[src/design/ulaTimingPkg.sv]
package ulaTimingPkg;

  ////////////////////////////////////////
  // Sequencer types
  ////////////////////////////////////////
  typedef logic [23:0] slotT;   // One-hot ring, one slot per CLK_24 cycle
  typedef logic [2:0]  phaseT;  // One-hot memory phase
  typedef logic [6:0]  hCountT; // Column, 1 us each
  typedef logic [8:0]  vCountT; // Line, 64 us each

  // Phase bit positions
  localparam int PH_VIDEO1 = 0;
  localparam int PH_VIDEO2 = 1;
  localparam int PH_CPU    = 2;  // Also PHI2

  // Slot strobes
  localparam int SLOT_PH1_LOAD = 23; // Last slot of the CPU phase
  localparam int SLOT_PH2_LOAD = 7;
  localparam int SLOT_CPU_LOAD = 15; // Also the 1 MHz enable
  localparam int SLOT_ATTR     = 3;  // Attribute flag sampled from DB
  localparam int SLOT_BUS_A    = 2;  // Phase 1 byte latched
  localparam int SLOT_BUS_B    = 10; // Phase 2 byte latched
  localparam int SLOT_RELOAD   = 17; // Shifter and attribute update
  localparam int SLOT_WRITE    = 17; // CPU write strobe

  // Pixel slots 1, 5, 9, 13, 17, 21
  localparam slotT PIX_SLOT_MASK = 24'h222222;

  ////////////////////////////////////////
  // Line and column limits
  ////////////////////////////////////////
  localparam hCountT H_LAST       = 7'd63;
  localparam hCountT H_SYNC_FIRST = 7'd49;
  localparam hCountT H_SYNC_LAST  = 7'd53;
  localparam hCountT H_VIS_FIRST  = 7'd1;
  localparam hCountT H_VIS_LAST   = 7'd40;
  localparam hCountT H_RELOAD     = 7'd49; // Attributes restored from here on

  localparam vCountT V_LAST_50     = 9'd312; // 313 lines
  localparam vCountT V_LAST_60     = 9'd260; // 261 lines
  localparam vCountT V_SYNC50      = 9'd258;
  localparam vCountT V_SYNC60      = 9'd241;
  localparam int     V_SYNC_LINES  = 2;
  localparam vCountT V_BLANK_FIRST = 9'd224;
  localparam vCountT V_TEXT_FORCE  = 9'd199; // Text forced below this line

endpackage

[src/design/ulaVideoPkg.sv]
package ulaVideoPkg;

  ////////////////////////////////////////
  // Data types
  ////////////////////////////////////////
  typedef logic [15:0] addrT;  // CPU and SRAM address
  typedef logic [7:0]  dataT;  // Data bus byte
  typedef logic [2:0]  colorT; // Bit 0 red, bit 1 green, bit 2 blue

  // Attribute selector, byte bits 6..3
  typedef enum logic [3:0] {
    ATTR_INK   = 4'd0,
    ATTR_STYLE = 4'd1,
    ATTR_PAPER = 4'd2,
    ATTR_MODE  = 4'd3
  } attrSelT;

  ////////////////////////////////////////
  // Memory map
  ////////////////////////////////////////
  localparam addrT TEXT_BASE  = 16'hBB80; // 40x28 text screen
  localparam addrT HIRES_BASE = 16'hA000; // 240x200 bitmap

  // Character set prefixes, address bits 15..10
  localparam logic [5:0] CHAR_BASE_TEXT_STD  = 6'b101101; // xB4xx
  localparam logic [5:0] CHAR_BASE_TEXT_ALT  = 6'b101110; // xB8xx
  localparam logic [5:0] CHAR_BASE_HIRES_STD = 6'b100110; // x98xx
  localparam logic [5:0] CHAR_BASE_HIRES_ALT = 6'b100111; // x9Cxx

  localparam logic [7:0] IO_PAGE = 8'h03; // x0300..x03FF

  ////////////////////////////////////////
  // Attribute register bits
  ////////////////////////////////////////
  localparam int MODE_FREQ_BIT  = 1; // 1 = 50 Hz
  localparam int MODE_HIRES_BIT = 2; // 1 = hires
  localparam int STYLE_ALT_BIT  = 0; // 1 = alternate charset

endpackage

[src/design/ulaSequencer.sv]
`timescale 1ns/100ps
module ulaSequencer
  import ulaTimingPkg::*;
(
  input  logic  CLK_24,
  input  logic  RESET_INT,
  output slotT  slot,     // One-hot, 24 slots per microsecond
  output phaseT phase,    // Video 1, video 2, CPU
  output logic  cpuEn,    // 1 MHz enable, one cycle wide
  output logic  PHI2,
  output logic  CLK_PIX   // Six pixel strobes per microsecond
);

  logic phaseEnd; // Last slot of the current phase

  assign phaseEnd = slot[SLOT_PH2_LOAD] | slot[SLOT_CPU_LOAD] | slot[SLOT_PH1_LOAD];

  ////////////////////////////////////////
  // Slot ring and phase rotation
  ////////////////////////////////////////
  always_ff @(posedge CLK_24, posedge RESET_INT) begin
    if (RESET_INT) begin
      slot  <= slotT'(1);   // Slot 0
      phase <= phaseT'(1);  // Video phase 1
    end else begin
      slot <= {slot[22:0], slot[23]};
      if (phaseEnd) begin
        phase <= {phase[1:0], phase[2]};  // Every 8 slots
      end
    end
  end

  // CPU runs in the third phase
  assign PHI2  = phase[PH_CPU];
  assign cpuEn = slot[SLOT_CPU_LOAD];  // Just before PHI2 rises

  // Pixel clock, every fourth slot from slot 1
  assign CLK_PIX = |(slot & PIX_SLOT_MASK);

endmodule

[src/design/ulaBusDecode.sv]
`timescale 1ns/100ps
module ulaBusDecode
  import ulaTimingPkg::*, ulaVideoPkg::*;
(
  input  addrT  ADDR,
  input  logic  MAPn,
  input  logic  RW,
  input  slotT  slot,
  input  phaseT phase,
  output logic  CSIOn,
  output logic  CSROMn,
  output logic  CSRAMn,
  output logic  SRAM_OE,
  output logic  SRAM_CE,
  output logic  SRAM_WE,
  output logic  LATCH_SRAM
);

  // Latch pulses at slots 4, 12 and 20
  localparam slotT LATCH_SLOT_MASK = 24'h101010;

  logic cpuPhase;
  logic videoPhase;
  logic ioPage;   // x03xx
  logic romArea;  // xC000 and up
  logic ramSel;

  assign cpuPhase   = phase[PH_CPU];
  assign videoPhase = phase[PH_VIDEO1] | phase[PH_VIDEO2];
  assign ioPage     = (ADDR[15:8] == IO_PAGE);
  assign romArea    = &ADDR[15:14];

  ////////////////////////////////////////
  // Chip selects, CPU phase only
  ////////////////////////////////////////
  assign CSIOn  = ~(cpuPhase & ioPage);
  assign CSROMn = ~(cpuPhase & romArea & MAPn);

  // Shadow RAM under ROM, or ordinary RAM outside the I/O page
  assign ramSel = cpuPhase & ((romArea & ~MAPn) | (~romArea & ~ioPage));
  assign CSRAMn = ~ramSel;

  // SRAM strobes
  assign SRAM_OE = videoPhase | (cpuPhase & RW);  // Video always reads
  assign SRAM_CE = videoPhase | ramSel;
  assign SRAM_WE = ramSel & ~RW & slot[SLOT_WRITE]; // Single-slot write pulse

  assign LATCH_SRAM = ~|(slot & LATCH_SLOT_MASK); // Active low

endmodule

[src/design/ulaVideoTiming.sv]
`timescale 1ns/100ps
module ulaVideoTiming
  import ulaTimingPkg::*;
#(
  parameter vCountT vLast50 = V_LAST_50,
  parameter vCountT vLast60 = V_LAST_60
) (
  input  logic   CLK_24,
  input  logic   RESET_INT,
  input  logic   cpuEn,
  input  logic   freqSel,    // 1 = 50 Hz
  output hCountT hCount,
  output vCountT vCount,
  output logic   HSYNC,      // Active low
  output logic   VSYNC,      // Active low
  output logic   SYNC,
  output logic   blankingN,
  output logic   hReload,
  output logic   forceText
);

  vCountT vLast;     // Last line of the selected frame
  vCountT vSyncFirst;
  logic   hVisible;
  logic   vVisible;

  assign vLast      = freqSel ? vLast50 : vLast60;
  assign vSyncFirst = freqSel ? V_SYNC50 : V_SYNC60;

  ////////////////////////////////////////
  // Counters, one step per microsecond
  ////////////////////////////////////////
  always_ff @(posedge CLK_24, posedge RESET_INT) begin
    if (RESET_INT) begin
      hCount <= '0;
      vCount <= '0;
    end else if (cpuEn) begin
      if (hCount == H_LAST) begin
        hCount <= '0;
        // >= covers a switch from 50 to 60 Hz late in the frame
        if (vCount >= vLast) begin
          vCount <= '0;
        end else begin
          vCount <= vCount + 1'b1;
        end
      end else begin
        hCount <= hCount + 1'b1;
      end
    end
  end

  // Sync
  assign HSYNC = ~((hCount >= H_SYNC_FIRST) && (hCount <= H_SYNC_LAST));
  assign VSYNC = ~((vCount >= vSyncFirst) && (vCount < vSyncFirst + V_SYNC_LINES));
  assign SYNC  = ~(HSYNC ^ VSYNC);  // Composite

  // Visible area, 40 columns by 224 lines
  assign hVisible  = (hCount >= H_VIS_FIRST) && (hCount <= H_VIS_LAST);
  assign vVisible  = (vCount < V_BLANK_FIRST);
  assign blankingN = hVisible & vVisible;

  assign hReload   = (hCount >= H_RELOAD);     // Attribute restore window
  assign forceText = (vCount > V_TEXT_FORCE);  // Bottom three text rows

endmodule

[src/design/ulaAttrDecoder.sv]
`timescale 1ns/100ps
module ulaAttrDecoder
  import ulaTimingPkg::*, ulaVideoPkg::*;
(
  input  logic CLK_24,
  input  logic RESET_INT,
  input  slotT slot,
  input  dataT DB,
  input  logic hReload,
  input  logic blankingN,
  input  logic forceText,
  output dataT dataLatch,
  output logic hiresMode,
  output logic altSel,
  output logic freqSel,
  output logic R,
  output logic G,
  output logic B
);

  localparam int    SLOT_HOLD_HIRES = 5;  // Phase 1 byte is the bitmap
  localparam int    SLOT_HOLD_ATTR  = 9;  // Before slot 10 overwrites the latch
  localparam int    SLOT_HOLD_TEXT  = 12; // Glyph row from phase 2
  localparam colorT INK_RELOAD      = 3'b111;

  logic       isAttrib;  // Current cell is an attribute
  logic       invHold;
  logic       invPix;
  logic       loadHold;
  logic [6:0] regHold;   // Selector and value, or pixel bits
  logic [5:0] shifter;
  logic [2:0] style;     // Flash and double height bits kept, unused
  logic [2:0] mode;
  colorT      ink;
  colorT      paper;
  colorT      pixColor;
  colorT      outColor;

  ////////////////////////////////////////
  // Bus capture
  ////////////////////////////////////////
  always_ff @(posedge CLK_24) begin
    if (slot[SLOT_BUS_A] || slot[SLOT_BUS_B]) begin
      dataLatch <= DB;
    end
  end

  always_ff @(posedge CLK_24, posedge RESET_INT) begin
    if (RESET_INT) begin
      isAttrib <= 1'b0;
      invHold  <= 1'b0;
    end else if (slot[SLOT_ATTR]) begin
      isAttrib <= ~|DB[6:5];  // Bits 6 and 5 clear
      invHold  <= DB[7];
    end
  end

  assign loadHold = isAttrib ? slot[SLOT_HOLD_ATTR] :
                    (hiresMode ? slot[SLOT_HOLD_HIRES] : slot[SLOT_HOLD_TEXT]);

  always_ff @(posedge CLK_24) begin
    if (loadHold) begin
      regHold <= dataLatch[6:0];
    end
  end

  ////////////////////////////////////////
  // Attribute registers
  ////////////////////////////////////////
  always_ff @(posedge CLK_24, posedge RESET_INT) begin
    if (RESET_INT) begin
      ink   <= INK_RELOAD;
      style <= '0;
      paper <= '0;
      mode  <= '0;
    end else if (hReload) begin
      ink   <= INK_RELOAD;  // Mode survives the line end
      style <= '0;
      paper <= '0;
    end else if (slot[SLOT_RELOAD] && isAttrib && blankingN) begin
      case (attrSelT'(regHold[6:3]))
        ATTR_INK:   ink   <= regHold[2:0];
        ATTR_STYLE: style <= regHold[2:0];
        ATTR_PAPER: paper <= regHold[2:0];
        ATTR_MODE:  mode  <= regHold[2:0];
        default:    ;  // Codes 4..15 ignored
      endcase
    end
  end

  assign altSel    = style[STYLE_ALT_BIT];
  assign freqSel   = mode[MODE_FREQ_BIT];
  assign hiresMode = mode[MODE_HIRES_BIT] & ~forceText;

  // Pixel shifter, MSB first, attribute cells shift in paper
  always_ff @(posedge CLK_24) begin
    if (|(slot & PIX_SLOT_MASK)) begin
      if (slot[SLOT_RELOAD] && !isAttrib) begin
        shifter <= regHold[5:0];
      end else begin
        shifter <= {shifter[4:0], 1'b0};
      end
    end
  end

  always_ff @(posedge CLK_24, posedge RESET_INT) begin
    if (RESET_INT) begin
      invPix <= 1'b0;
    end else if (slot[SLOT_RELOAD]) begin
      invPix <= invHold;  // Aligned with the shifter load
    end
  end

  // Colour out
  assign pixColor = shifter[5] ? ink : paper;
  assign outColor = invPix ? ~pixColor : pixColor;
  assign R = outColor[0];
  assign G = outColor[1];
  assign B = outColor[2];

endmodule

[src/design/ulaVideoAddr.sv]
`timescale 1ns/100ps
module ulaVideoAddr
  import ulaTimingPkg::*, ulaVideoPkg::*;
(
  input  logic   CLK_24,
  input  slotT   slot,
  input  addrT   ADDR,
  input  hCountT hCount,
  input  vCountT vCount,
  input  dataT   dataLatch,
  input  logic   hiresMode,
  input  logic   altSel,
  output addrT   SRAM_AD
);

  vCountT     row;        // Screen row
  addrT       rowX40;
  addrT       screenBase;
  addrT       vap1;       // Screen byte
  addrT       vap2;       // Glyph row
  logic [5:0] charBase;
  addrT       adReg = '0; // Zero until the first phase 1 load

  ////////////////////////////////////////
  // Phase 1, screen memory
  ////////////////////////////////////////
  assign row        = hiresMode ? vCount : (vCount >> 3);  // 8 lines per text row
  assign rowX40     = ({7'd0, row} << 5) + ({7'd0, row} << 3); // 32 + 8
  assign screenBase = hiresMode ? HIRES_BASE : TEXT_BASE;
  assign vap1       = screenBase + rowX40 + {9'd0, hCount};

  // Phase 2, character set
  always_comb begin
    case ({hiresMode, altSel})
      2'b11:   charBase = CHAR_BASE_HIRES_ALT;
      2'b10:   charBase = CHAR_BASE_HIRES_STD;
      2'b01:   charBase = CHAR_BASE_TEXT_ALT;
      default: charBase = CHAR_BASE_TEXT_STD;
    endcase
  end

  assign vap2 = {charBase, dataLatch[6:0], vCount[2:0]};

  // Address mux, loaded one slot ahead of each phase
  always_ff @(posedge CLK_24) begin
    if (slot[SLOT_PH1_LOAD]) begin
      adReg <= vap1;
    end else if (slot[SLOT_PH2_LOAD]) begin
      adReg <= vap2;
    end else if (slot[SLOT_CPU_LOAD]) begin
      adReg <= ADDR;  // CPU address held through PHI2
    end
  end

  assign SRAM_AD = adReg;

endmodule

[src/design/ulaTop.sv]
`timescale 1ns/100ps
module ulaTop
  import ulaTimingPkg::*, ulaVideoPkg::*;
(
  input  logic CLK_24,
  input  logic RESET_INT,
  input  logic RW,         // CPU read/write
  input  logic MAPn,       // Low maps shadow RAM over ROM
  input  dataT DB,
  input  addrT ADDR,
  output logic PHI2,       // 1 MHz CPU clock
  output logic PHI2_EN,
  output logic CSRAMn,
  output logic CSIOn,
  output logic CSROMn,
  output addrT SRAM_AD,
  output logic SRAM_OE,
  output logic SRAM_CE,
  output logic SRAM_WE,
  output logic LATCH_SRAM,
  output logic R,
  output logic G,
  output logic B,
  output logic SYNC,       // Composite sync
  output logic HSYNC,
  output logic VSYNC,
  output logic CLK_PIX
);

  slotT   slot;
  phaseT  phase;
  hCountT hCount;
  vCountT vCount;
  logic   hReload;
  logic   blankingN;
  logic   forceText;
  logic   freqSel;    // From mode register
  logic   hiresMode;
  logic   altSel;
  dataT   dataLatch;  // Last byte read from SRAM

  ulaSequencer uSequencer (
    .CLK_24    (CLK_24),
    .RESET_INT (RESET_INT),
    .slot      (slot),
    .phase     (phase),
    .cpuEn     (PHI2_EN),
    .PHI2      (PHI2),
    .CLK_PIX   (CLK_PIX)
  );

  ulaBusDecode uBusDecode (
    .ADDR       (ADDR),
    .MAPn       (MAPn),
    .RW         (RW),
    .slot       (slot),
    .phase      (phase),
    .CSIOn      (CSIOn),
    .CSROMn     (CSROMn),
    .CSRAMn     (CSRAMn),
    .SRAM_OE    (SRAM_OE),
    .SRAM_CE    (SRAM_CE),
    .SRAM_WE    (SRAM_WE),
    .LATCH_SRAM (LATCH_SRAM)
  );

  ulaVideoTiming #(
    .vLast50 (V_LAST_50),
    .vLast60 (V_LAST_60)
  ) uVideoTiming (
    .CLK_24    (CLK_24),
    .RESET_INT (RESET_INT),
    .cpuEn     (PHI2_EN),
    .freqSel   (freqSel),
    .hCount    (hCount),
    .vCount    (vCount),
    .HSYNC     (HSYNC),
    .VSYNC     (VSYNC),
    .SYNC      (SYNC),
    .blankingN (blankingN),
    .hReload   (hReload),
    .forceText (forceText)
  );

  ulaAttrDecoder uAttrDecoder (
    .CLK_24    (CLK_24),
    .RESET_INT (RESET_INT),
    .slot      (slot),
    .DB        (DB),
    .hReload   (hReload),
    .blankingN (blankingN),
    .forceText (forceText),
    .dataLatch (dataLatch),
    .hiresMode (hiresMode),
    .altSel    (altSel),
    .freqSel   (freqSel),
    .R         (R),
    .G         (G),
    .B         (B)
  );

  ulaVideoAddr uVideoAddr (
    .CLK_24    (CLK_24),
    .slot      (slot),
    .ADDR      (ADDR),
    .hCount    (hCount),
    .vCount    (vCount),
    .dataLatch (dataLatch),
    .hiresMode (hiresMode),
    .altSel    (altSel),
    .SRAM_AD   (SRAM_AD)
  );

endmodule

[config.mk]
export PLATFORM = sky130hd
export DESIGN_NAME = ulaTop
export DESIGN_NICKNAME = d
export VERILOG_FILES = /design/src/design/ulaTimingPkg.sv /design/src/design/ulaVideoPkg.sv /design/src/design/ulaSequencer.sv /design/src/design/ulaBusDecode.sv /design/src/design/ulaVideoTiming.sv /design/src/design/ulaAttrDecoder.sv /design/src/design/ulaVideoAddr.sv /design/src/design/ulaTop.sv
export SDC_FILE = /design/constraint.sdc
export NUM_CORES = 1
export LEC_CHECK = 0
export BUFFER_PORTS_ARGS = -buffer_cell sky130_fd_sc_hd__buf_2
export CAP_MARGIN = 30
export CORE_AREA = 2 2 132 134
export DETAILED_ROUTE_END_ITERATION = 6
export DIE_AREA = 0 0 134 136
export SYNTH_ARGS = -nofsm -noshare
export SYNTH_HDL_FRONTEND = slang
export SYNTH_SLANG_ARGS = --single-unit
export TNS_END_PERCENT = 30
[constraint.sdc]
create_clock -name CLK_24 -period 6.12 [get_ports CLK_24]
set_clock_uncertainty 0.2 [all_clocks]
set_input_delay 0.918 -clock CLK_24 [delete_from_list [all_inputs] [get_ports CLK_24]]
set_output_delay 0.918 -clock CLK_24 [all_outputs]
set_load 0.01 [all_outputs]
==> results.md <==
* Outcome: completed
* Initial Util at just under 30%
* Grt total ovfl at 0
* Syn Nets at 524
* Hold Path End: uSequencer.slot[19]$_DFF_PP0_
* Fill cells at between 1500 and 2000
* Combinational family with the most area after synthesis: simple AND/OR/NAND/NOR gates
* Port Buffers at a little under 60
* # rows at 48
* Nets at a little under 600
* Hpwl dp at ~8400 um
* Tot Pwr at between 1 and 1.5 mW
* Sw power at 0.268 mW
* Layout area overhead at 17.3%
* Crit path max-delay cell type: dfrtp_1
* Reg2reg end: uVideoAddr.SRAM_AD[12]$_DFFE_PP_
* Top Ports at 60
* Ys async rst share at 60.4%
* Max-slew violations at 0
* Worst R2R Path Depth at 20
* Final wirelength at between 10000 and 15000 um
* Die Wd at ~130 um
* Detail Route Antenna Nets at 0
* Multiplexer share of the synthesized area at about 7.5%
* CTS tree: built
* Critical path's largest stage delay at roughly 450 ps
* Worst skew pair latency at 350 ps
* Cell area after synthesis at approximately 4900 um2
* Cell mode on critical path: ha_1
* Yosys top cell by area: dfrtp_1
* XOR/XNOR share of the synthesized area at about 3.0%
* Placer Congestion at approximately 0.84
* N_diodes at 0
* Commonest non-fill, non-tap cell in the layout: buf_2
* Synth Instances at roughly 460
* Die ar. at between 15000 and 20000 um2
* Post-route DRC violation count at 0
* Vias in the first global route at between 3000 and 4000
* Largest net degree at the start of global routing at 56
* Final hold violation count at 0
* Total track usage at a little over an eighth
* Pwr/cell area at 214 nW/um2
* P_int at 0.969 mW
* Post-Synth Simple-Gate Area at about an eighth
* #FFs+latches synth at 91
* Syn avg cell area at ~11 um2
* Crit path max fanout at 19
* Largest cells by area after synthesis: dfrtp_1, edfxtp_1, ha_1
* Final instance area at a little under 6000 um2
* Slew HR at between 50% and 60%
* Final worst setup slack at around 1500 ps
* Worst reg2reg setup slack at ~1500 ps
* Hold_sp: uSequencer.slot[18]$_DFF_PP0_
* Final setup viols at 0
* Wire per inst at around 15 um
* Chip height at between 100 and 150 um
* Crit path required time at between 6000 and 7000 ps
* Area share of fa/ha/maj cells after synthesis at under 10%
* Placed cell areas at between 5000 and 6000 um2
* Leak at 2.46 nW
* Share of the synthesized area in the top cell type at around 25%
* Sw Ratio at between 20% and 30%
* Tmin final at between 4000 and 5000 ps
* Hold_buf cts at 0
* Tcrit/Tclk final at 75.8%
* EDFF count, synth at 36
* DR iter-0 viols at about 220
* Worst-path cell chain: ha_1, and3_1, o21a_1, o21ai_1, buf_4, nand2_1, o21ai_0, ha_1, inv_1, fa_1, nor2b_1, o31a_1, a21oi_1, ha_1, or3_1, o22a_1, o21a_1, nor3b_1, nor4b_1, nor3_1
* Critical path arrival at roughly 4500 ps
* Maxcap violations at 0
* Fmax at ~0.22 GHz
* CTS Sinks at 91
* Hold Path Stages at 0
* Number of CTS-inserted buffers at 9
* Commonest cells after routing, fill and taps aside: buf_2, dfrtp_1, nor2_1, nand2_1
* DR pass1 iterations at 4
* CTS H-tree lvls at 3
* Post-CTS Setup Bufs at 0
* Crit path capture type: flop
* Clock root cell: clkbuf_16
* Least-Margin Pin Slew at about 730 ps
* RSZ-0062 raised after global routing: false
* Seq pwr share at between 50% and 60%
* Ys Warns at 0
* VDD IR-drop max at between 0.0001 and 0.00015 V
* Worst Hold Class: reg2reg
* Core area at approximately 17000 um2
* Vias/cell at between 4 and 5
* Library cells used by synthesis at 53
* Crit start category: flop
* Complex-gate fraction of the synthesized area at about an eighth
* Initial antenna violation count at 0
* Power share of the clock group at between 40% and 50%
* Setup_tns at 0 ps
* Share of cells above drive strength 1 at between 20% and 30%
* Seq/Total Area, Yosys at between 50% and 60%
* Worst Path Class, Setup: reg2reg
* Top FF cell, synth: dfrtp_1
* Combinational fraction of design power at under 10%
* Bufs on Longest Clock Path at 2
* Routed via count at around 3600
* Global-route wire length before repair at 18600 um
* Placement Setup Slack at 1530 ps
* Reg-to-reg startpoint: uVideoTiming.vCount[0]$_DFFE_PP0P_
* Clock slew at reported path FFs at 70 ps
* # resized after CTS at 0
==> registers in the layout (all words and copies together) (netlist names), 2 cells and up <==
name	count
uAttrDecoder.dataLatch	7
uVideoAddr.SRAM_AD	16
uSequencer.slot	24
uAttrDecoder.regHold	7
uAttrDecoder.ink	3
uAttrDecoder.paper	3
uVideoTiming.hCount	7
uAttrDecoder.shifter	6
uSequencer.phase	3
uAttrDecoder.mode	2
uVideoTiming.vCount	9
==> kinds of logic (layout without fill, tap and decap cells) <==
family	after synthesis	in the layout
adders and majority gates	38	38
buffers and inverters	41	105
and+or+nand+nor	133	133
xor gates and xnor gates	17	17
AOI/OAI and AO/OA	102	102
DFF	91	91
other	1	1
muxes	35	35
==> worst max-delay path by stage <==
stage,startpoint,end
3_3_place_gp,uVideoTiming.vCount[1]$_DFFE_PP0P_,uVideoAddr.SRAM_AD[12]$_DFFE_PP_
5_1_grt,uVideoTiming.vCount[1]$_DFFE_PP0P_,uVideoAddr.SRAM_AD[12]$_DFFE_PP_
6_report,uVideoTiming.vCount[0]$_DFFE_PP0P_,uVideoAddr.SRAM_AD[12]$_DFFE_PP_
2_1_floorplan,uVideoTiming.vCount[0]$_DFFE_PP0P_,uVideoAddr.SRAM_AD[12]$_DFFE_PP_
3_5_place_dp,uVideoTiming.vCount[0]$_DFFE_PP0P_,uVideoAddr.SRAM_AD[12]$_DFFE_PP_
4_1_cts,uVideoTiming.vCount[0]$_DFFE_PP0P_,uVideoAddr.SRAM_AD[12]$_DFFE_PP_
==> area by class of cell <==
type	count	area, um2	share of cell area, %
clock buffer	9	225	3.90
clock inverter	7	83.8	1.45
inverter	26	97.6	1.69
multi-input combinational	326	2300	39.8
sequential	91	2460	42.6
tap	225	282	4.87
timing repair buffer	63	325	5.63
==> critical path: cells and delay by family, from the launching register on <==
family / cells / cell delay (ps)
buf+inv: 2 / 330
compound gates: 7 / 990
simple gates: 7 / 1300
fa+ha+maj: 4 / 1140
flops: 1 / 450
==> through the flow <==
step                instances  utilization [%]  hold WS, ps
global route              747             34.2          153
CTS                       747             34.2          151
global placement          731             32.4          131
floorplan                 458                -          131
detailed placement        731             32.4          136
finish                    747             34.2          149
==> cells in the mapped netlist, drive strengths merged (5+ instances only) <==
library cell and n:
o21a 11, dfstp 5, inv 26, nor4 6, nand2 37, and3 5
nand3 10, xnor2 14, nor3b 5, edfxtp 36, a211oi 6, nor2 38
clkbuf 8, a21oi 25, mux2 15, mux2i 20, o21ai 35, nor2b 5
nor3 11, buf 7, nand4 5, dfrtp 50, ha 36
==> power by group through the flow <==
stage	combinational, mW	clock, mW	sequential (mW)
after CTS	0.0312	0.590	0.633
after detailed placement	0.0309	0	0.645
after global routing	0.0349	0.613	0.632
after floorplan	0.0143	0	0.645
final	0.0302	0.574	0.633
after global placement	0.0300	0	0.645
==> metal layers <==
metal	track usage, %	routed length [um]	up-vias
li1	-	-	1758
met1	18.8	5460	1723
met2	19.8	5040	91
met3	3.28	683	12
met4	3.78	139	0
met5	0	0	-
No activity file was read; power rests on OpenSTA's default activity.
